## config.mk

```make
export PLATFORM = sky130hd
export DESIGN_NAME = instr_decoder
export DESIGN_NICKNAME = d
export VERILOG_FILES = /design/src/rv_pkg.sv /design/src/instr_decoder.sv
export VERILOG_INCLUDE_DIRS = /design/src
export SDC_FILE = /design/constraint.sdc
export NUM_CORES = 1
export LEC_CHECK = 0
export BUFFER_PORTS_ARGS = -buffer_cell sky130_fd_sc_hd__buf_2
export CELL_PAD_IN_SITES_DETAIL_PLACEMENT = 1
export CELL_PAD_IN_SITES_GLOBAL_PLACEMENT = 2
export CORE_ASPECT_RATIO = 1.4
export CORE_MARGIN = 2
export CORE_UTILIZATION = 15
export DETAILED_ROUTE_END_ITERATION = 8
export GPL_TIMING_DRIVEN = 0
export PLACE_DENSITY_LB_ADDON = 0.1
export SETUP_SLACK_MARGIN = 0.1
export SYNTH_ARGS = -nofsm -noshare
export SYNTH_HDL_FRONTEND = slang
export SYNTH_SLANG_ARGS = --single-unit
```

## constraint.sdc

```tcl
create_clock -name vclk -period 1.8
set_input_delay 0.27 -clock vclk [all_inputs]
set_output_delay 0.27 -clock vclk [all_outputs]
set_load 0.01 [all_outputs]
```

## src/rv_defines.svh

```systemverilog
`ifndef RV_DEFINES_SVH
`define RV_DEFINES_SVH

// Data path and instruction widths
`define RV_XLEN 64
`define RV_ILEN 32

// Architectural integer registers, x0 included
`define RV_REG_COUNT 32

// Instruction memory depth in 32-bit words
`define RV_IMEM_WORDS 256

// Data memory size in bytes
// Byte addresses wrap modulo this size, so it must be a power of two
`define RV_DMEM_BYTES 1024

`endif

```

## src/rv_pkg.sv

```systemverilog
`include "rv_defines.svh"

package rv_pkg;

    // Register and data path value
    typedef logic [`RV_XLEN-1:0] xlen_t;

    // Raw instruction word
    typedef logic [`RV_ILEN-1:0] inst_t;

    // Register number, x0 to x31
    typedef logic [$clog2(`RV_REG_COUNT)-1:0] reg_idx_t;

    // Operation selector shared by ALU, branch and load/store paths
    typedef logic [2:0] funct3_t;

    // Word index into instruction memory
    typedef logic [$clog2(`RV_IMEM_WORDS)-1:0] imem_idx_t;

    // Instruction memory load handshake
    typedef enum logic {
        load_idle,
        load_acked
    } load_state_e;

endpackage

```

## src/instr_decoder.sv

```systemverilog
module instr_decoder import rv_pkg::*; (
    input  inst_t    instr,
    output reg_idx_t rs1,
    output reg_idx_t rs2,
    output reg_idx_t rd,
    output funct3_t  funct3,
    output logic     alt_op,
    output xlen_t    imm,
    output logic     use_imm,
    output logic     reg_write,
    output logic     [1:0] wb_sel,
    output logic     add_pc_to_upper,
    output logic     is_branch,
    output logic     is_jal,
    output logic     is_jalr,
    output logic     mem_read,
    output logic     mem_write,
    output logic     illegal
);

    localparam logic [6:0] OPC_LUI    = 7'b0110111;
    localparam logic [6:0] OPC_AUIPC  = 7'b0010111;
    localparam logic [6:0] OPC_JAL    = 7'b1101111;
    localparam logic [6:0] OPC_JALR   = 7'b1100111;
    localparam logic [6:0] OPC_BRANCH = 7'b1100011;
    localparam logic [6:0] OPC_LOAD   = 7'b0000011;
    localparam logic [6:0] OPC_STORE  = 7'b0100011;
    localparam logic [6:0] OPC_OP_IMM = 7'b0010011;
    localparam logic [6:0] OPC_OP     = 7'b0110011;

    logic [6:0] opcode;
    logic [6:0] funct7;
    xlen_t      imm_i;
    xlen_t      imm_s;
    xlen_t      imm_b;
    xlen_t      imm_u;
    xlen_t      imm_j;
    logic       valid;
    logic       writes_rd;

    assign opcode = instr[6:0];
    assign funct7 = instr[31:25];
    assign rd     = instr[11:7];
    assign rs1    = instr[19:15];
    assign rs2    = instr[24:20];
    assign funct3 = instr[14:12];

    assign imm_i = {{52{instr[31]}}, instr[31:20]};
    assign imm_s = {{52{instr[31]}}, instr[31:25], instr[11:7]};
    assign imm_b = {{51{instr[31]}}, instr[31], instr[7], instr[30:25], instr[11:8], 1'b0};
    assign imm_u = {{32{instr[31]}}, instr[31:12], 12'b0};
    assign imm_j = {{43{instr[31]}}, instr[31], instr[19:12], instr[20], instr[30:21], 1'b0};

    always_comb begin
        valid           = 1'b0;
        writes_rd       = 1'b0;
        imm             = imm_i;
        use_imm         = 1'b0;
        alt_op          = 1'b0;
        wb_sel          = 2'd0; // ALU result
        add_pc_to_upper = 1'b0;
        is_branch       = 1'b0;
        is_jal          = 1'b0;
        is_jalr         = 1'b0;
        mem_read        = 1'b0;
        mem_write       = 1'b0;

        case (opcode)
            OPC_LUI, OPC_AUIPC: begin
                valid           = 1'b1;
                writes_rd       = 1'b1;
                imm             = imm_u;
                wb_sel          = 2'd3;
                add_pc_to_upper = (opcode == OPC_AUIPC);
            end
            OPC_JAL: begin
                valid     = 1'b1;
                writes_rd = 1'b1;
                imm       = imm_j;
                wb_sel    = 2'd2; // Link
                is_jal    = 1'b1;
            end
            OPC_JALR: begin
                valid     = (funct3 == 3'b000);
                writes_rd = 1'b1;
                use_imm   = 1'b1;
                wb_sel    = 2'd2;
                is_jalr   = 1'b1;
            end
            OPC_BRANCH: begin
                valid     = (funct3[2:1] != 2'b01); // 010 and 011 unused
                imm       = imm_b;
                is_branch = 1'b1;
            end
            OPC_LOAD: begin
                valid     = (funct3 != 3'b111);
                writes_rd = 1'b1;
                use_imm   = 1'b1;
                wb_sel    = 2'd1;
                mem_read  = 1'b1;
            end
            OPC_STORE: begin
                valid     = !funct3[2];
                imm       = imm_s;
                use_imm   = 1'b1;
                mem_write = valid;
            end
            OPC_OP_IMM: begin
                writes_rd = 1'b1;
                use_imm   = 1'b1;
                case (funct3)
                    3'b001:  valid = (instr[31:26] == 6'b000000);
                    3'b101:  valid = (instr[31:26] == 6'b000000) || (instr[31:26] == 6'b010000);
                    default: valid = 1'b1;
                endcase
                alt_op = (funct3 == 3'b101) && instr[30]; // SRAI only
            end
            OPC_OP: begin
                writes_rd = 1'b1;
                valid     = (funct7 == 7'b0000000) ||
                            ((funct7 == 7'b0100000) && (funct3 == 3'b000 || funct3 == 3'b101));
                alt_op    = instr[30]; // SUB and SRA
            end
            default: valid = 1'b0;
        endcase
    end

    // An illegal word must not touch state
    assign illegal   = !valid;
    assign reg_write = valid && writes_rd;

endmodule

```

==> key figures <==
Die
  – DIE WIDTH: 75.0 µm
  – Core area: 6890 µm²
  – Die Footprint: 7750 µm²
  – Initial Util: 15.3%
  – I/O pin count: 126
  – Die height: 103 µm
  – Num rows: 36

Worst setup path
  – Top Family by Delay on Critical Path: compound AO/OA/AOI/OAI gates
  – Slowest CP cell: or3_4
  – Critical path cell sequence: buf_4, or3_4, a211o_1, o211ai_1, o31a_1, buf_2
  – Worst Path Max Fanout: 6
  – Worst EP required: 1530 ps
  – CP peak stage delay: 360 ps
  – Startpoint types: primary input
  – CP Class: in -> out
  – Buf/Inv on CP: 2
  – CP endpoint kind: output port
  – Crit path DAT: 1450 ps
  – Worst path depth: 6

Global route
  – M2 GR Usage: 24.3%
  – First-pass GRT wire length: 7200 µm
  – Met1 Track Usage GR: 13.4%
  – GRT busiest layer: met2
  – All-Layer GR Usage: 11.7%
  – Met3 Use GR: 0.872%
  – GRT overflow: 0
  – Largest net degree at the start of global routing: 36
  – Initial antenna violation count: 0
  – Vias in the first global route: 1,400

Run status
  – Outcome: finished, final reports clean

STA
  – Tcrit/Tclk final: 95.4%
  – Setup violations, final: 0
  – RSZ-0062 raised after global routing: true
  – Max Clk Rate: 0.583 GHz
  – Rel. slew slack: 76.4%
  – Final hold violations: 0
  – Slew Viols, Final: 0
  – Fin crit period: 1720 ps
  – Tightest Pin Transition: 354 ps

Cells and area
  – Fin nets: 324
  – Seq cells: 0
  – Register Area: 0 µm²
  – Multi-input gate area: 737 µm²
  – N_diodes: 0
  – Share of cells above drive strength 1: 76.2%
  – Clock Buffer Count: 0
  – Design area: 2160 µm²
  – # fillers: 885
  – Final Non-Filler Cells: 385
  – Synthesis-to-layout area growth: 104%

Power
  – Internal: 250 µW
  – Switching Share: 47.1%
  – Pleak: 0.00125 µW
  – Clock share of power: 0%
  – Combinational share of power: 100.0%
  – Max VDD drop: 0.0602 mV
  – Pwr dens: 219 nW/µm²
  – Net Sw Power: 223 µW
  – Seq pwr share: 0%

Placed design
  – Port-buffer cells: 125
  – HPWL Detailed: 4030 µm
  – Placed Instances: 365
  – Placed inst area: 1800 µm²
  – Routability cong.: 0.653

Synthesis
  – Synthesized area per cell: 7.29 µm²
  – Mapped Area: 1060 µm²
  – Yosys warns: 0
  – Cell count after synthesis: 145
  – Synth Net Count: 177
  – Sequential-to-total area share from yosys stat: 0%
  – Post-synth cell types: 36

Route
  – DRT antenna net count: 0
  – DRC errors left: 0
  – DR vias: 1,533
  – DR iter-0 viols: 12
  – DR WL/cell: 12.8 µm
  – Via density: 3.98
  – Detailed Routing Iterations Pass 1: 4
  – Detailed Route WL: 4910 µm

Worst hold path
  – Min-Delay Path Class: in -> out
  – WHS Path Cells: 3

Job
  – Max-Cap Viols: 0
-- timing repair --
| action | CTS | global route |
|---|---|---|
| gates cloned | 1 | 0 |
| buffers inserted | 15 | 4 |
| hold buffers | 0 | 0 |
| resized for setup | 37 | 12 |
| setup endpoints to repair | 29 | 29 |
| pin swaps | 16 | 12 |
-- worst min-delay path, stage by stage --
cell and delay [ps]:
buf_2 90, buf_4 90, buf_2 110
-- power by group through the flow --
stage / logic, µW / clock network [µW] / registers, µW
2_1_floorplan: 232 / 0 / 0
3_3_place_gp: 418 / 0 / 0
3_5_place_dp: 418 / 0 / 0
4_1_cts: 469 / 0 / 0
5_1_grt: 515 / 0 / 0
6_report: 473 / 0 / 0
-- Yosys cell counts (all sizes together), types with 3 or more instances --
library cell,number,area (µm²)
a21o,19,143
a22o,4,35.0
and2,9,56.3
buf,57,424
inv,3,11.3
nand2,4,15.0
nand2b,6,37.5
nor2,7,26.3
nor3,5,40.0
o21ai,4,31.3
-- placed cells by master (no fill, tap or decap), types with 2 or more instances in the layout --
master | synthesis | routed
nor3_4 | 0 | 4
a22o_1 | 4 | 4
buf_2 | 3 | 118
o21ai_4 | 1 | 2
nand2_1 | 4 | 3
nor2_1 | 7 | 6
nand3b_1 | 2 | 2
buf_6 | 1 | 9
a211oi_1 | 2 | 2
inv_1 | 3 | 3
nand2b_1 | 6 | 5
buf_4 | 53 | 69
buf_8 | 0 | 3
o21ai_1 | 0 | 2
a21o_1 | 19 | 19
and2_1 | 9 | 8
buf_12 | 0 | 2
a211o_1 | 2 | 2
-- through the flow --
| stage | hold slack (ps) | util [%] | setup TNS, ps | setup WS [ps] | total power [µW] |
|---|---|---|---|---|---|
| global placement | 830 | 26.1 | -3090 | -280 | 418 |
| floorplan | 588 | - | 0 | 226 | 232 |
| finish | 825 | 31.4 | 0 | 83.3 | 473 |
| detailed placement | 827 | 26.1 | -3010 | -283 | 418 |
| global route | 839 | 31.4 | -0.255 | -0.255 | 515 |
| CTS | 819 | 30.2 | 0 | 49.2 | 469 |
-- layer usage --
layer  wire (µm)  vias to the layer above
met5           0                        -
li1            -                      753
met3         451                        0
met4           0                        0
met2        2620                       80
met1        1840                      700
-- cell families (layout without fill, tap and decap cells) --
logic type | count (synthesis) | after routing | synth area share (%)
XOR/XNOR | 1 | 1 | 0.829
buffers and inverters | 60 | 204 | 41.2
AO/OA/AOI/OAI | 40 | 41 | 29.6
AND/OR/NAND/NOR | 44 | 44 | 28.4
-- area by class of cell --
cell class / count / area share [%]
Buffer: 57 / 20.9
Multi-Input combinational cell: 86 / 34.1
Tap cell: 95 / 5.50
Inverter: 3 / 0.521
Timing Repair Buffer: 144 / 38.9
-- final timing paths --
path | from | to | slack, ps
worst max-delay path | instr[13] | reg_write | 80
worst min-delay path | instr[10] | rd[3] | 820
Power figures use the tool's default switching activity.
