File: src/rv_defines.svh
`ifndef RV_DEFINES_SVH
`define RV_DEFINES_SVH

// Data path and instruction widths
`define RV_XLEN 64
`define RV_ILEN 32

// Architectural integer registers, x0 included
`define RV_REG_COUNT 32

// Instruction memory depth in 32-bit words
`define RV_IMEM_WORDS 256

// Data memory size in bytes
// Byte addresses wrap modulo this size, so it must be a power of two
`define RV_DMEM_BYTES 1024

`endif

File: src/rv_pkg.sv
`include "rv_defines.svh"

package rv_pkg;

    // Register and data path value
    typedef logic [`RV_XLEN-1:0] xlen_t;

    // Raw instruction word
    typedef logic [`RV_ILEN-1:0] inst_t;

    // Register number, x0 to x31
    typedef logic [$clog2(`RV_REG_COUNT)-1:0] reg_idx_t;

    // Operation selector shared by ALU, branch and load/store paths
    typedef logic [2:0] funct3_t;

    // Word index into instruction memory
    typedef logic [$clog2(`RV_IMEM_WORDS)-1:0] imem_idx_t;

    // Instruction memory load handshake
    typedef enum logic {
        load_idle,
        load_acked
    } load_state_e;

endpackage

File: src/branch_unit.sv
module branch_unit import rv_pkg::*; (
    input  xlen_t   pc,
    input  xlen_t   rs1_data,
    input  xlen_t   rs2_data,
    input  xlen_t   imm,
    input  xlen_t   alu_result,
    input  funct3_t funct3,
    input  logic    is_branch,
    input  logic    is_jal,
    input  logic    is_jalr,
    output xlen_t   next_pc
);

    logic cond;

    always_comb begin
        case (funct3)
            3'b000:  cond = (rs1_data == rs2_data);
            3'b001:  cond = (rs1_data != rs2_data);
            3'b100:  cond = $signed(rs1_data) < $signed(rs2_data);
            3'b101:  cond = $signed(rs1_data) >= $signed(rs2_data);
            3'b110:  cond = rs1_data < rs2_data;
            3'b111:  cond = rs1_data >= rs2_data;
            default: cond = 1'b0;
        endcase
    end

    always_comb begin
        if (is_jalr) begin
            next_pc = {alu_result[$bits(xlen_t)-1:1], 1'b0};
        end else if (is_jal || (is_branch && cond)) begin
            next_pc = pc + imm;
        end else begin
            next_pc = pc + xlen_t'(4);
        end
    end

endmodule

File: config.mk
export PLATFORM = sky130hd
export DESIGN_NAME = branch_unit
export DESIGN_NICKNAME = d
export VERILOG_FILES = /design/src/rv_pkg.sv /design/src/branch_unit.sv
export VERILOG_INCLUDE_DIRS = /design/src
export SDC_FILE = /design/constraint.sdc
export NUM_CORES = 1
export LEC_CHECK = 0
export BUFFER_PORTS_ARGS = -buffer_cell sky130_fd_sc_hd__buf_4
export CORE_AREA = 2 2 152 154
export DETAILED_ROUTE_END_ITERATION = 8
export DIE_AREA = 0 0 154 156
export GPL_TIMING_DRIVEN = 1
export PLACE_DENSITY = 0.61
export SLEW_MARGIN = 0
export SYNTH_ARGS = -nofsm -noshare
export SYNTH_HDL_FRONTEND = slang
export SYNTH_SLANG_ARGS = --single-unit
export TNS_END_PERCENT = 100
File: constraint.sdc
create_clock -name vclk -period 5.49
set_input_delay 0.8235 -clock vclk [all_inputs]
set_output_delay 0.8235 -clock vclk [all_outputs]
set_load 0.02 [all_outputs]
==> impl_metrics.json, run 1 <==
{
  "gp_congestion": 0.921,
  "stdcell_area_um2": 11000,
  "ys_types": 63,
  "finalHoldViolations": 0,
  "synth_cells": 1196,
  "drc": 0,
  "synth_area_per_cell_um2": 6.54,
  "grt_setup_unrepaired": "false",
  "p_per_area_nw_per_um2": 109,
  "io_pins": 390,
  "area_growth_pct": 41.3,
  "syn_area_um2": 7820,
  "final_cells": 1845,
  "die_w_um": 154,
  "rows": 55,
  "grt-ovfl-total": 0,
  "arrival_ns": 4.40,
  "dr.max_layer_used": "met4",
  "grt_pass1_vias": 9662,
  "internal_power_w": 0.000565,
  "die_y_um": 156,
  "switchingPower_w": 0.000642,
  "fp.dieArea_um2": 24000,
  "synth_largest_area_cell": "ha_1",
  "yosys_warnings": 0,
  "yosysMostFrequentCell": "ha_1",
  "combPwrFrac_pct": 100.0,
  "crit_path_start_kind": "primary input",
  "ant_nets": 0,
  "max_cap_violations": 0,
  "fin_crit_sh_pct": 95.2,
  "met3_length_um": 1790,
  "met1Wirelength_um": 13800,
  "track_usage_pct": 25.5,
  "cts_setup_buffers": 0,
  "hold_buffers": 0,
  "crit_fanout": 5,
  "seqCellArea_um2": 0,
  "final_nets": 2012,
  "dpl.hpwl_um": 28500,
  "p_clk_share_pct": 0,
  "max_freq_mhz": 191,
  "cp_slowest_cell": "a211oi_1",
  "start_util_pct": 35.0,
  "worst_pin_slew_ns": 0.598,
  "finalSetupViolations": 0,
  "grt_max_degree": 56,
  "antenna_found_initial": 5,
  "relSlewSlack_pct": 59.9,
  "crit_required_ns": 4.67,
  "wl_um": 32500,
  "nClkBuffers": 0,
  "period_needed_ns": 5.22,
  "run_status": "complete, no violations",
  "hold_class": "primary input to output port",
  "route.met2.wl_um": 16100,
  "via_count": 9945,
  "path_cells": "buf_4 -> ha_1 -> o21ai_0 -> o211ai_1 -> a21oi_1 -> a211oi_1 -> o21bai_1 -> o22a_1 -> o21a_1 -> o21ai_1 -> a221oi_1 -> xor2_1 -> o21ai_0 -> buf_4",
  "initialDrtViolationCount": 518,
  "wl_per_cell_um": 17.6,
  "worstSetupPathType": "primary input to output port",
  "drv_slew": 0,
  "drive_gt1_share_pct": 28.9,
  "dr.pass1.iters": 5,
  "viasPerCell": 5.39,
  "switching_share_pct": 53.2,
  "peakVddDrop_v": 0.0000563,
  "grt_pass1_wl_um": 50000,
  "p_leak_nw": 5.46,
  "cts_resized": 0,
  "setup_tns_ns": 0,
  "seq_cells": 0,
  "core_area_um2": 22400,
  "crit_path_end_kind": "output port",
  "seq_power_share_pct": 0,
  "ys_seq_area_share_pct": 0,
  "io_buffer_count": 389,
  "synth_top_area_share_pct": 20.5,
  "crit_path_max_incr_delay_ns": 0.54,
  "dp.cells": 1840,
  "syn_nets": 1651,
  "placedInstanceArea_um2": 11000,
  "synthTopCellsByArea": "ha_1 20%, xnor2_1 8.3%, a21oi_1 7.7%",
  "synth_commonest_cells": "128 x ha_1, 125 x nand2_1, 120 x a21oi_1"
}
[through the flow]
step | total power (W) | util (%) | hold WS [ns] | setup slack, ns
floorplan | 0.000708 | - | 1.82 | 0.793
global placement | 0.00120 | 49.3 | 1.95 | 0.238
detailed placement | 0.00120 | 49.3 | 1.95 | 0.187
CTS | 0.00121 | 49.3 | 1.95 | 0.169
global route | 0.00133 | 49.4 | 1.97 | 0.0435
finish | 0.00121 | 49.4 | 1.95 | 0.266
[per-layer routing]
metal	global-route usage [%]	vias to the layer above
met4	5.34	0
met3	2.31	40
met1	31.3	4501
li1	-	5057
met5	0	-
met2	48.3	347
[cell type report]
class / count / area, um^2
antenna: 5 / 12.5
fill: 2349 / 11300
inverter: 90 / 338
multi-input combinational: 1059 / 7280
tap: 285 / 357
timing repair buffer: 406 / 3060
[power groups by stage]
| stage | sequential (W) | clock (W) | combinational (W) |
|---|---|---|---|
| floorplan | 0 | 0 | 0.000708 |
| detailed placement | 0 | 0 | 0.00120 |
| global placement | 0 | 0 | 0.00120 |
| global route | 0 | 0.000000000122 | 0.00133 |
| CTS | 0 | 0 | 0.00121 |
| finish | 0 | 0.000000000122 | 0.00121 |
[cells in the final DEF (no fill, tap or decap), types with 3 or more instances in the layout]
| cell type | count |
|---|---|
| nor3_1 | 24 |
| nand2_1 | 125 |
| nand4_1 | 38 |
| o21a_1 | 16 |
| ha_1 | 128 |
| o21bai_1 | 7 |
| mux2_2 | 31 |
| buf_4 | 405 |
| o21ai_0 | 99 |
| and3_1 | 20 |
| o31ai_1 | 9 |
| o2111ai_1 | 4 |
| a221oi_1 | 5 |
| and4_1 | 7 |
| or2_2 | 5 |
| nand2b_1 | 11 |
| a31oi_1 | 9 |
| mux2i_1 | 9 |
| or3_1 | 5 |
| xnor2_1 | 74 |
| o211ai_1 | 13 |
| a211o_1 | 3 |
| o21ai_1 | 4 |
| nor4_1 | 5 |
| inv_1 | 90 |
| xor2_1 | 40 |
| nor2_1 | 96 |
| nor2b_1 | 10 |
| nand3_1 | 45 |
| a21oi_1 | 120 |
| a21o_1 | 42 |
| a21boi_0 | 3 |
| and2_1 | 3 |
| a211oi_1 | 16 |
| diode_2 | 5 |
| a311oi_1 | 3 |
[final timing paths]
path                      startpoint     endpoint  slack (ns)  cells after the start
worst min-delay path  alu_result[41]  next_pc[41]        1.95                      3
worst max-delay path           pc[2]  next_pc[57]        0.27                     14
[critical path: cells and delay by family]
kind	cells	cell delay (ns)
xor gates and xnor gates	1	0.17
AOI/OAI and AO/OA	10	2.70
buffers and inverters	2	0.35
adders and majority gates	1	0.35
[cell families after synthesis]
family / Yosys count / share of synthesized area [%]
mux: 40 / 5.61
fa+ha+maj: 129 / 20.7
xor+xnor: 114 / 12.8
compound gates: 371 / 29.1
buf+inv: 137 / 6.97
simple gates: 405 / 24.8
No activity file was read; power rests on OpenSTA's default activity.
==> inputs of run 2 (changes only) <==
Settings changed: REMOVE_ABC_BUFFERS from default to 1.
==> run 2 against run 1 <==
  * Cell area shrank 0.16%
  * Worst hold slack gained 0.0022 ns
  * Fmax grew 1.2%
  * Setup slack gained 0.061 ns
==> impl_metrics.json, run 2 (synthesis results as in run 1) <==
{
  "crit_fanout": 7,
  "die_w_um": 154,
  "die_y_um": 156,
  "drc": 0,
  "grt_setup_unrepaired": "false",
  "seq_cells": 0,
  "dp.cells": 1838,
  "viasPerCell": 5.33,
  "initialDrtViolationCount": 519,
  "placedInstanceArea_um2": 11000,
  "finalHoldViolations": 0,
  "gp_congestion": 0.908,
  "postLayoutCoreUtil_pct": 49.3,
  "p_leak_nw": 5.45,
  "cts_resized": 0,
  "dr.pass1.iters": 6,
  "grt-ovfl-total": 0,
  "worstSetupPathType": "primary input to output port",
  "core_area_um2": 22400,
  "layout_commonest_cell": "buf_4",
  "io_pins": 390,
  "seqCellArea_um2": 0,
  "io_buffer_count": 389,
  "grt_pass1_wl_um": 48800,
  "p_per_area_nw_per_um2": 107,
  "arrival_ns": 4.34,
  "fp.dieArea_um2": 24000,
  "rows": 55,
  "crit_required_ns": 4.67,
  "run_status": "complete, no violations",
  "drive_gt1_share_pct": 28.8,
  "hold_depth": 3,
  "dpl.hpwl_um": 28100,
  "nClkBuffers": 0,
  "wl_um": 31700,
  "fin_crit_sh_pct": 94.0,
  "via_count": 9825,
  "final_nets": 2010,
  "track_usage_pct": 24.8,
  "grt_pass1_vias": 9328,
  "peakVddDrop_v": 0.0000498,
  "dp_slack_ns": 0.390,
  "fillers": 2446,
  "max_freq_mhz": 194,
  "relSlewSlack_pct": 56.7,
  "start_util_pct": 35.0,
  "crit_path_start_kind": "primary input",
  "crit_path_end_kind": "output port",
  "ant_nets": 0,
  "cts_setup_buffers": 0,
  "worst_pin_slew_ns": 0.646,
  "antenna_found_initial": 4,
  "hold_buffers": 0,
  "drv_slew": 0,
  "wl_per_cell_um": 17.2,
  "grt_max_degree": 54,
  "period_needed_ns": 5.16,
  "hold_class": "primary input to output port",
  "area_growth_pct": 41.0,
  "final.setup.worst_slack_ns": 0.327,
  "mostFrequentLayoutCells": "403 x buf_4, 128 x ha_1, 125 x nand2_1",
  "finalSetupViolations": 0,
  "max_cap_violations": 0,
  "stdcell_area_um2": 11000,
  "final_cells": 1842
}
## run 2: worst paths after layout
kind	from	end	slack [ns]
max	pc[13]	next_pc[60]	0.33
min	alu_result[41]	next_pc[41]	1.95
## run 2: critical path, stage by stage
cell and delay, ns:
buf_4 0.12, ha_1 0.40, a21oi_1 0.27, o21ai_0 0.17, a311oi_1 0.39, a311oi_1 0.16
buf_4 0.17, o31ai_2 0.32, o21ai_1 0.15, a211oi_1 0.57, o31ai_1 0.19, and4b_1 0.22
nor3_1 0.19, buf_4 0.19
## run 2: layer usage
metal | GRT usage [%] | wire (um) | vias to the layer above
met2 | 46.1 | 15800 | 313
met4 | 3.38 | 446 | 0
met5 | 0 | 0 | -
met3 | 3.31 | 2120 | 25
met1 | 31.0 | 13400 | 4435
li1 | - | - | 5052
## run 2: stage by stage
step                      total power [W]  TNS, ns  hold WS (ns)
after global routing              0.00130        0          1.97
after floorplan                  0.000690   -0.954          1.73
final                             0.00118        0          1.95
after detailed placement          0.00118        0          1.95
after global placement            0.00117        0          1.95
after CTS                         0.00119        0          1.95
## run 2: final cells by class
cell class / instances / area [um^2] / share of cell area (%)
tap: 285 / 357 / 3.23
timing repair buffer: 404 / 3050 / 27.6
multi-input combinational: 1059 / 7280 / 66.0
inverter: 90 / 338 / 3.06
antenna: 4 / 10.0 / 0.0907
## run 2: where the power goes
part / internal (W) / switching [W] / leakage, nW
clock: 0.0000000000978 / 0 / 0.0000254
combinational: 0.000562 / 0.000622 / 5.45
sequential: 0 / 0 / 0
total: 0.000562 / 0.000622 / 5.45
